## config.mk

```make
export PLATFORM = sky130hd
export DESIGN_NAME = icache_top
export DESIGN_NICKNAME = d
export VERILOG_FILES = /design/src/ic_addr_pkg.sv /design/src/ic_bus_pkg.sv /design/src/icache_top.sv /design/src/ic_line_store.sv /design/src/ic_tag_store.sv /design/src/ic_beat_counter.sv /design/src/ic_refill_fsm.sv
export VERILOG_INCLUDE_DIRS = /design/src
export SDC_FILE = /design/constraint.sdc
export NUM_CORES = 2
export LEC_CHECK = 0
export ABC_AREA = 1
export BUFFER_PORTS_ARGS = -buffer_cell sky130_fd_sc_hd__buf_2
export CAP_MARGIN = 20
export CORE_AREA = 2 2 559 839
export CTS_BUF_LIST = sky130_fd_sc_hd__clkbuf_2
export DETAILED_ROUTE_END_ITERATION = 10
export DIE_AREA = 0 0 561 841
export GPL_TIMING_DRIVEN = 0
export PLACE_DENSITY = 0.41
export SLEW_MARGIN = 0
export SYNTH_ARGS = -nofsm -noshare
export SYNTH_HDL_FRONTEND = slang
export SYNTH_SLANG_ARGS = --single-unit
```

## constraint.sdc

```tcl
create_clock -name clk -period 6.2 [get_ports clk]
set_input_delay 0.62 -clock clk [delete_from_list [all_inputs] [get_ports clk]]
set_output_delay 0.62 -clock clk [all_outputs]
set_load 0.1 [all_outputs]
```

## src/ic_macros.svh

```systemverilog
/* instruction cache geometry */

`ifndef IC_MACROS_SVH
`define IC_MACROS_SVH

// fetch address width in bits
`define IC_ADDR_W 32

// 8 sets
`define IC_SETS_LOG2 3
`define IC_SETS (1 << `IC_SETS_LOG2)

// 4 words per line
`define IC_WORDS_LOG2 2
`define IC_WORDS (1 << `IC_WORDS_LOG2)

// byte select below the word offset
`define IC_BYTE_BITS 2

// everything above index and word offset
`define IC_TAG_W (`IC_ADDR_W - `IC_SETS_LOG2 - `IC_WORDS_LOG2 - `IC_BYTE_BITS)

// low address bits spanned by one line
`define IC_LINE_OFS (`IC_WORDS_LOG2 + `IC_BYTE_BITS)

`endif
```

## src/ic_addr_pkg.sv

```systemverilog
/* fetch address layout */

`include "ic_macros.svh"

package ic_addr_pkg;

  // ==========================================================
  // field view
  // ==========================================================

  // tag, set index, word in line, byte in word
  typedef struct packed {
    logic [`IC_TAG_W-1:0]      tag;
    logic [`IC_SETS_LOG2-1:0]  index;
    logic [`IC_WORDS_LOG2-1:0] offset;
    logic [`IC_BYTE_BITS-1:0]  byte_sel;
  } ic_addr_fields_t;

  // ==========================================================
  // two readings of one address
  // ==========================================================

  // flat word for the memory side, fields for the lookup
  typedef union packed {
    logic [`IC_ADDR_W-1:0] word;
    ic_addr_fields_t       f;
  } ic_addr_u;

endpackage

```

## src/ic_bus_pkg.sv

```systemverilog
/* fetch and memory port types */

`include "ic_macros.svh"

package ic_bus_pkg;

  // fetch side request, word aligned
  typedef struct packed {
    logic                  valid;
    ic_addr_pkg::ic_addr_u addr;
  } ic_fetch_req_t;

  // one instruction back
  typedef struct packed {
    logic        valid;
    logic [31:0] instr;
  } ic_fetch_rsp_t;

  // single-cycle read strobe, address is line aligned
  typedef struct packed {
    logic                  rd;
    logic [`IC_ADDR_W-1:0] addr;
  } ic_mem_req_t;

  // one pulse per returned word
  typedef struct packed {
    logic        valid;
    logic [31:0] data;
  } ic_mem_rsp_t;

  // refill sequencing
  typedef enum logic [1:0] {
    IDLE,
    LOOKUP,
    MISS,
    REFILL
  } ic_state_e;

endpackage

```

## src/icache_top.sv

```systemverilog
/* two-way instruction cache */

`timescale 1ns/10ps

`include "ic_macros.svh"

module icache_top (
  input  logic                      clk,
  input  logic                      rst_n,
  input  logic                      flush_i,
  input  ic_bus_pkg::ic_fetch_req_t fetch_req_i,
  output logic                      ready_o,
  output ic_bus_pkg::ic_fetch_rsp_t fetch_rsp_o,
  output ic_bus_pkg::ic_mem_req_t   mem_req_o,
  input  ic_bus_pkg::ic_mem_rsp_t   mem_rsp_i
);

  import ic_addr_pkg::*;
  import ic_bus_pkg::*;

  ic_state_e                 state;
  ic_addr_u                  req_q;
  logic                      accept;
  logic                      lookup;
  logic                      refill;
  logic                      flush_en;
  logic                      hit;
  logic                      hit_way;
  logic                      fill_way;
  logic                      line_way;
  logic                      last_beat;
  logic                      rsp_valid;
  logic                      mem_rd;
  logic [`IC_WORDS_LOG2-1:0] beat_idx;
  logic [31:0]               word;

  // ==========================================================
  // request stage
  // ==========================================================

  assign accept = fetch_req_i.valid && ready_o;

  // held for the lookup and any replay after a refill
  always_ff @(posedge clk) begin
    if (accept) begin
      req_q <= fetch_req_i.addr;
    end
  end

  assign lookup   = (state == LOOKUP);
  assign refill   = (state == REFILL);
  assign flush_en = flush_i && (state == IDLE);
  // victim while filling, hitting way otherwise
  assign line_way = refill ? fill_way : hit_way;

  always_comb begin
    mem_req_o.rd      = mem_rd;
    mem_req_o.addr    = {req_q.word[`IC_ADDR_W-1:`IC_LINE_OFS], {`IC_LINE_OFS{1'b0}}};
    fetch_rsp_o.valid = rsp_valid;
    fetch_rsp_o.instr = word;
  end

  // ==========================================================
  // blocks
  // ==========================================================

  ic_refill_fsm i_ic_refill_fsm (
    .clk         (clk),
    .rst_n       (rst_n),
    .accept_i    (accept),
    .hit_i       (hit),
    .last_beat_i (last_beat),
    .state_o     (state),
    .ready_o     (ready_o),
    .rsp_valid_o (rsp_valid),
    .mem_rd_o    (mem_rd)
  );

  ic_beat_counter i_ic_beat_counter (
    .clk         (clk),
    .rst_n       (rst_n),
    .refill_i    (refill),
    .beat_i      (mem_rsp_i.valid),
    .beat_idx_o  (beat_idx),
    .last_beat_o (last_beat)
  );

  ic_tag_store i_ic_tag_store (
    .clk        (clk),
    .rst_n      (rst_n),
    .flush_i    (flush_en),
    .addr_i     (req_q),
    .lookup_i   (lookup),
    .fill_i     (last_beat),
    .hit_o      (hit),
    .hit_way_o  (hit_way),
    .fill_way_o (fill_way)
  );

  ic_line_store i_ic_line_store (
    .clk         (clk),
    .addr_i      (req_q),
    .way_i       (line_way),
    .beat_we_i   (refill && mem_rsp_i.valid),
    .beat_idx_i  (beat_idx),
    .beat_data_i (mem_rsp_i.data),
    .word_o      (word)
  );

endmodule

```

## src/ic_line_store.sv

```systemverilog
/* instruction line storage */

`timescale 1ns/10ps

`include "ic_macros.svh"

module ic_line_store (
  input  logic                      clk,
  input  ic_addr_pkg::ic_addr_u     addr_i,
  input  logic                      way_i,
  input  logic                      beat_we_i,
  input  logic [`IC_WORDS_LOG2-1:0] beat_idx_i,
  input  logic [31:0]               beat_data_i,
  output logic [31:0]               word_o
);

  // way, set, word
  logic [31:0] word_q [2][`IC_SETS][`IC_WORDS];

  // one refill word per beat, into the victim way
  always_ff @(posedge clk) begin
    if (beat_we_i) begin
      word_q[way_i][addr_i.f.index][beat_idx_i] <= beat_data_i;
    end
  end

  // word picked by the held offset in the hitting way
  assign word_o = word_q[way_i][addr_i.f.index][addr_i.f.offset];

endmodule

```

## src/ic_tag_store.sv

```systemverilog
/* tag, valid and LRU state */

`timescale 1ns/10ps

`include "ic_macros.svh"

module ic_tag_store (
  input  logic                  clk,
  input  logic                  rst_n,
  input  logic                  flush_i,
  input  ic_addr_pkg::ic_addr_u addr_i,
  input  logic                  lookup_i,
  input  logic                  fill_i,
  output logic                  hit_o,
  output logic                  hit_way_o,
  output logic                  fill_way_o
);

  logic [`IC_TAG_W-1:0]     tag_q [2][`IC_SETS];
  logic [`IC_SETS-1:0][1:0] valid_q;
  // per set, the way to evict next
  logic [`IC_SETS-1:0]      lru_q;
  logic [1:0]               set_valid;
  logic [1:0]               way_hit;

  // ==========================================================
  // compare
  // ==========================================================

  assign set_valid = valid_q[addr_i.f.index];

  always_comb begin
    for (int w = 0; w < 2; w++) begin
      way_hit[w] = set_valid[w] && (tag_q[w][addr_i.f.index] == addr_i.f.tag);
    end
  end

  assign hit_o     = |way_hit;
  assign hit_way_o = way_hit[1];

  // empty way first, otherwise the least recently used one
  always_comb begin
    if (!set_valid[0]) begin
      fill_way_o = 1'b0;
    end else if (!set_valid[1]) begin
      fill_way_o = 1'b1;
    end else begin
      fill_way_o = lru_q[addr_i.f.index];
    end
  end

  // ==========================================================
  // update
  // ==========================================================

  always_ff @(posedge clk or negedge rst_n) begin
    if (!rst_n) begin
      valid_q <= '0;
      lru_q   <= '0;
    end else if (flush_i) begin
      valid_q <= '0;
    end else if (fill_i) begin
      valid_q[addr_i.f.index][fill_way_o] <= 1'b1;
      lru_q[addr_i.f.index]               <= ~fill_way_o;
    end else if (lookup_i && hit_o) begin
      lru_q[addr_i.f.index] <= ~hit_way_o;
    end
  end

  // tag lands together with the last word of the line
  always_ff @(posedge clk) begin
    if (fill_i) begin
      tag_q[fill_way_o][addr_i.f.index] <= addr_i.f.tag;
    end
  end

endmodule

```

## src/ic_beat_counter.sv

```systemverilog
/* refill beat counter */

`timescale 1ns/10ps

`include "ic_macros.svh"

module ic_beat_counter (
  input  logic                      clk,
  input  logic                      rst_n,
  input  logic                      refill_i,
  input  logic                      beat_i,
  output logic [`IC_WORDS_LOG2-1:0] beat_idx_o,
  output logic                      last_beat_o
);

  logic [`IC_WORDS_LOG2-1:0] cnt_q;
  logic [`IC_WORDS_LOG2-1:0] cnt_inc;

  assign cnt_inc = cnt_q + {{(`IC_WORDS_LOG2-1){1'b0}}, 1'b1};

  // word position within the line, back to zero between refills
  always_ff @(posedge clk or negedge rst_n) begin
    if (!rst_n) begin
      cnt_q <= '0;
    end else if (!refill_i) begin
      cnt_q <= '0;
    end else if (beat_i) begin
      cnt_q <= cnt_inc;
    end
  end

  assign beat_idx_o = cnt_q;

  // fourth word arriving now
  assign last_beat_o = refill_i && beat_i && (cnt_q == '1);

endmodule

```

## src/ic_refill_fsm.sv

```systemverilog
/* lookup and refill FSM */

`timescale 1ns/10ps

module ic_refill_fsm (
  input  logic                  clk,
  input  logic                  rst_n,
  input  logic                  accept_i,
  input  logic                  hit_i,
  input  logic                  last_beat_i,
  output ic_bus_pkg::ic_state_e state_o,
  output logic                  ready_o,
  output logic                  rsp_valid_o,
  output logic                  mem_rd_o
);

  import ic_bus_pkg::*;

  ic_state_e state_q;
  ic_state_e state_d;

  always_comb begin
    state_d = state_q;
    case (state_q)
      IDLE: begin
        if (accept_i) begin
          state_d = LOOKUP;
        end
      end
      LOOKUP: begin
        // a hit may take the next request back to back
        if (!hit_i) begin
          state_d = MISS;
        end else if (!accept_i) begin
          state_d = IDLE;
        end
      end
      // read strobe lasts this one cycle only
      MISS: begin
        state_d = REFILL;
      end
      REFILL: begin
        // replay the held lookup once the line is in
        if (last_beat_i) begin
          state_d = LOOKUP;
        end
      end
      default: begin
        state_d = IDLE;
      end
    endcase
  end

  always_ff @(posedge clk or negedge rst_n) begin
    if (!rst_n) begin
      state_q <= IDLE;
    end else begin
      state_q <= state_d;
    end
  end

  assign state_o     = state_q;
  assign ready_o     = (state_q == IDLE) || ((state_q == LOOKUP) && hit_i);
  assign rsp_valid_o = (state_q == LOOKUP) && hit_i;
  assign mem_rd_o    = (state_q == MISS);

endmodule

```

# After elaboration in Yosys (flattened, before gate mapping)
# Memories as Yosys holds them, arrays and structs flattened.
# Index checks and enable logic that the tools add are counted.
# W data, S select, Z words.
[classes]
addsub = 1
n_lt_le_gt_ge = 9
eq_ne = 10
mux = 48
bitwise_logic = 7
reduce_logical = 18
[op_table]
columns = ["operator", "n"]
rows = [
  ["$mux W1024", 1],
  ["$bmux W128 S3", 1],
  ["$demux W128 S3", 1],
  ["$mux W128", 3],
  ["$mux W200", 1],
  ["$bmux W25 S3", 2],
  ["$mux W25", 5],
  ["$mux W32", 3],
  ["$demux W25 S3", 1],
  ["$bmux W32 S2", 1],
  ["$demux W32 S2", 1],
  ["$eq A25 B25 Y1", 2],
  ["$mux W16", 2],
  ["$bwmux W8", 2],
  ["$mux W2", 8],
  ["$mux W8", 2],
  ["$or A16 B16 Y16", 1],
  ["$logic_and A1 B1 Y1", 11],
  ["$mux W1", 8],
  ["$pmux W2 S4", 1],
  ["$bmux W2 S3", 1],
  ["$demux W2 S3", 1],
  ["$eq A2 B2 Y1 const B", 3],
  ["$ge A3 B3 Y1 const B", 2],
  ["other kinds (24)", 29],
]
[totals]
reg_bits = 60
ram_bits = 2448
wordCells = 107
n_memories = 2
[memory_table]
columns = ["memory", "words", "word_bits", "read_ports", "rd_ports_with_merged_regs", "write_ports", "line", "rtl"]
rows = [
  ["i_ic_line_store.word_q", 2, 1024, 1, 0, 1, "ic_line_store.sv:18", "logic [31:0] word_q [2][`IC_SETS][`IC_WORDS];"],
  ["i_ic_tag_store.tag_q", 2, 200, 2, 0, 1, "ic_tag_store.sv:19", "logic [`IC_TAG_W-1:0] tag_q [2][`IC_SETS];"],
]

# Depth between registers and ports, before layout
# An unclocked memory read counts as a cell.
[depth]
depth_word = 14
ltp_mapped = 28

# Cells and area by module
# From an unflattened synthesis, not the netlist that was laid out.
[unflattened]
cells_unflattened = 9754
area_unflattened_um2 = 104904.4
[by_module_without_submodules]
columns = ["module", "n_inst", "cells_each", "area_each_um2", "seq_area_each_um2"]
rows = [
  ["ic_line_store", 1, 7690, 84229.5, 61499.0],
  ["ic_tag_store", 1, 1939, 19065.8, 12612.1],
  ["icache_top", 1, 80, 1272.5, 960.9],
  ["ic_refill_fsm", 1, 33, 232.7, 50.0],
  ["ic_beat_counter", 1, 12, 103.8, 50.0],
]

# Worst setup path before layout
# OpenSTA, ideal clock, no wires.
[synth_path]
path_kind = "flip-flop to flip-flop"
startpoint = "reg req_q[4] (netlist bit)"
endpoint = "mem i_ic_line_store.word_q[1][192] (netlist bit) (enable)"
setup_time_ns = 0.461
arrival_time_ns = 4.663
slack_ns = 1.076
stages_incl_launch_ff = 22
synth_period_minus_slack_ns = 5.124
cell_sequence = "edfxtp_1 > buf_4 > buf_2 > buf_4 > nor2_1 > nor2_1 > o21ai_0 > nand2_1 > nor2_1 > nand2_1 > nand2_1 > nand2_1 > nor2_1 > nand2_1 > nor2_1 > nand2_1 > nand2_1 > nand2_1 > buf_2 > buf_1 > clkbuf_1 > nor3_1"
[synth_between]
elab_chain_cells = 7
word_cells_on_any_way = 19
[synth_lines]
columns = ["item", "line", "rtl"]
rows = [
  ["from (decl)", "icache_top.sv:22", "ic_addr_u req_q;"],
  ["from (signal assigned)", "icache_top.sv:46", "req_q <= fetch_req_i.addr;"],
  ["$not A3 Y4 (not written as such)", "ic_line_store.sv:23, ic_tag_store.sv:34", ""],
  ["$bmux W25 S3", "ic_tag_store.sv:34", "way_hit[w] = set_valid[w] && (tag_q[w][addr_i.f.index] == addr_i.f.tag);"],
  ["$mux W25 (not written as such) (2 in a row)", "ic_tag_store.sv:34", ""],
  ["$eq A25 B25 Y1", "ic_tag_store.sv:34", ""],
  ["$logic_and A1 B1 Y1", "ic_tag_store.sv:34", ""],
  ["$mux W1", "icache_top.sv:54", "assign line_way = refill ? fill_way : hit_way;"],
  ["to (decl)", "ic_line_store.sv:18", ""],
]
# Parallel ways exist; a longest one is shown, timed or not. The select of a mux whose other input is x is not followed.

==> metrics <==
RSZ-0062 raised after global routing=true; GRT Residual Overflow=0; final hold violations=0; Initial DRT Pass Iterations=5; starting density of the core=22.95%; Die X-Extent=roughly 560 um; Avg Inst Size Synth=10.86 um^2; Worst-path clk slew=about 0.10 ns; core outline area=~0.46 mm^2; initial antenna violation count=40; max-cap violations=0; Synth area leader=edfxtp_1; status=finished, violations left; CTS tree=done; worst skew pair latency=between 2 and 2.5 ns; std cell rows=between 300 and 400; Post-Syn Instances=9824; crit path capture type=output port; most common cell after layout, fill and taps aside=edfxtp_1; flops & latches, synth=between 2000 and 3000; Data arrival, critical path=about 6.5 ns; Synth cell types=40; largest net degree at the start of global routing=65; total die area=roughly 0.47 mm^2; total number of vias=81150; vias per inst=between 4 and 5; Fmax achieved=approximately 140 MHz; clock buffer depth=4; critical path class=reg -> out; Pins Over Slew Limit=0; CP required=5.58 ns; Startpoint Class=flop; Critical Path Fanout Max=11; IO Count=roughly 140; placed insts=16530; min-delay worst type=in -> reg; Slew @ Worst Pin=approximately 1.5 ns; Final Cycle Share=114.7%; power density over the cells=between 200 and 300 mW/mm^2; first-pass GRT wire length=roughly 700000 um; commonest non-fill, non-tap cells in the layout=2478 x edfxtp_1, 2367 x nand2_1, 1444 x inv_1; Detailed Place HPWL=379100 um; htree depth=6; register area share after synthesis=70.43%; Post-synth EDFFs=between 2000 and 2500; top_reg_cell synth=edfxtp_1; peak supply drop=approximately 0.00027 V; cts bufs inserted=645; # setup viols final=34; min Tclk post-route=roughly 7.1 ns; DR iter-0 viols=around 8200; GRT Util Overall=21.50%; Final Routed Wirelength=between 500000 and 600000 um; vias in the first global route=between 70000 and 80000; violated checks=setup timing; Layout Skew=around 0.43 ns; DRC Markers=0; Syn Std Cell Area=0.1066 mm^2; Die Height=between 800 and 900 um; fillcell total=between 40000 and 50000; post-route ant nets=0; synth warn=0; WL/cell=29.29 um; share of layout cells above drive strength 1=between 20% and 30%; Final nets=roughly 11000; Rel. slew slack=roughly 2.4%; top cell type's share of synthesized area=a little over two thirds; clk root buf=clkbuf_2; final core utilization=between 20% and 30%; PnR worst setup slack=-0.9126 ns; async set-reset flop share out of synthesis=approximately 1.1%; clk sinks=roughly 2500; Synth area leaders=edfxtp_1 70%, nand2_1 9.3%, nand3_1 6.6%; static leakage=55.20 nW; fin cells=approximately 18000; gp weighted congestion=approximately 0.99; Area Growth Syn to Fin=30.28%; Port Buffers=between 100 and 150
==> layer usage <==
layer	wire, um	global-route usage (%)	up-vias	part of all wire (%)
met1	178700	22.23	39940	34
met2	258900	37.77	3724	49
met4	56160	17.81	8	11
met3	34660	4.103	1405	6.6
met5	53	0	-	0.010
li1	-	-	36070	-
==> logic make-up (layout without fill, tap and decap cells) <==
family | count (synthesis) | count (layout) | synth area share (%)
flip-flops | 2506 | 2506 | 70.43
other | 1 | 34 | 0.003516
buffers and inverters | 2022 | 4025 | 7.573
adder cells (fa/ha/maj) | 9 | 9 | 0.1056
AND/OR/NAND/NOR | 4977 | 4978 | 20.14
AO/OA/AOI/OAI | 298 | 298 | 1.654
XOR/XNOR | 11 | 11 | 0.09034
==> worst max-delay path, stage by stage (launching register included) <==
cell and delay, ns:
edfxtp_1 0.98, inv_1 0.44, o21ai_1 0.18, nand2_1 0.08
nor2_2 0.10, nand3_2 0.10, nor2_4 0.14, nand3_4 0.09
buf_12 0.18, nand2_8 0.14, clkbuf_16 0.22, buf_16 0.13
buf_12 0.15, buf_12 0.14, nand2_1 0.06, nand3_1 0.09
nand3_2 0.11, nor2_4 0.40, nand2_4 0.12, nand3_2 0.10
nand2_4 0.13, buf_12 0.20
==> metrics by stage <==
step / setup TNS, ns / area (um^2) / hold WS (ns) / setup WS, ns / power (mW)
2_1_floorplan: 0 / 106700 / 0.3244 / 1.076 / 23.03
3_3_place_gp: - / 115000 / 0.4609 / -7.446 / 27.33
3_5_place_dp: -595.56 / 121500 / 0.4707 / -2.259 / 27.64
4_1_cts: -43.28 / 134500 / 0.01612 / -1.391 / 40.93
5_1_grt: -33.65 / 138900 / 0.2461 / -1.079 / 42.82
6_report: -26.88 / 138900 / 0.2829 / -0.9126 / 41.59
==> cell usage after synthesis, drive strengths merged (4+ instances only) <==
cell,n
a31o,4
nor2,592
xor2,10
o211ai,11
nand3,1412
a22oi,13
a21oi,18
nand2,2650
o21a,8
buf,292
ha,9
edfxtp,2478
or2,15
a211oi,4
nor3,54
and3,4
dfrtp,28
a221oi,23
nand4,27
o21ai,192
a22o,15
inv,1480
o22ai,5
clkbuf,247
nand3b,222
==> state kept, by name, summed over array words and instances (netlist names) <==
name / flops
i_ic_line_store.word_q: 2048
i_ic_tag_store.valid_q: 16
i_ic_tag_store.tag_q: 400
req_q: 30
i_ic_tag_store.lru_q: 8
i_ic_beat_counter.beat_idx_o: 2
i_ic_refill_fsm.state_o: 2
==> what timing repair did <==
| action | in CTS | in global routing |
|---|---|---|
| endpoints found under the hold margin | 4002 | 4 |
| setup buffers | 64 | 57 |
| gates resized for setup | 1090 | 925 |
| pin swaps | 96 | 229 |
| hold buffers | 252 | 1 |
| cloned | 2 | 27 |
| endpoints found under the setup margin | 1411 | 34 |
==> path summary, 6_finish.rpt <==
path	startpoint	endpoint	slack, ns	cells after the start
worst max-delay path	req_q[27]	fetch_rsp_o[23]	-0.91	21
worst min-delay path	fetch_req_i[2]	req_q[2]	0.28	4
worst max register to register	req_q[5]	i_ic_line_store.word_q[1][300]	0.88	24
worst min register to register	i_ic_tag_store.lru_q[4]	i_ic_tag_store.lru_q[4]	0.49	2
max in group asynchronous	rst_n	i_ic_tag_store.valid_q[13]	5.13	6
min in group asynchronous	rst_n	i_ic_tag_store.valid_q[8]	0.73	6
==> layout make-up <==
cell class	instances	area, um^2	area share, %
sequential	2506	75110	54.06
timing repair buffer	928	12010	8.647
multi-input combinational	5300	28000	20.15
buffer	536	4609	3.317
antenna	30	75.07	0.05403
clock buffer	916	4584	3.299
tap	6180	7732	5.565
inverter	1483	5599	4.030
clock inverter	162	1221	0.8789
==> where the power goes <==
group | switching [mW] | internal, mW
Clock | 7.50 | 4.61
Combinational | 7.73 | 2.83
Sequential | 0.148 | 18.8
Total | 15.4 | 26.2
Note: power is estimated with default switching activity, not from simulation.
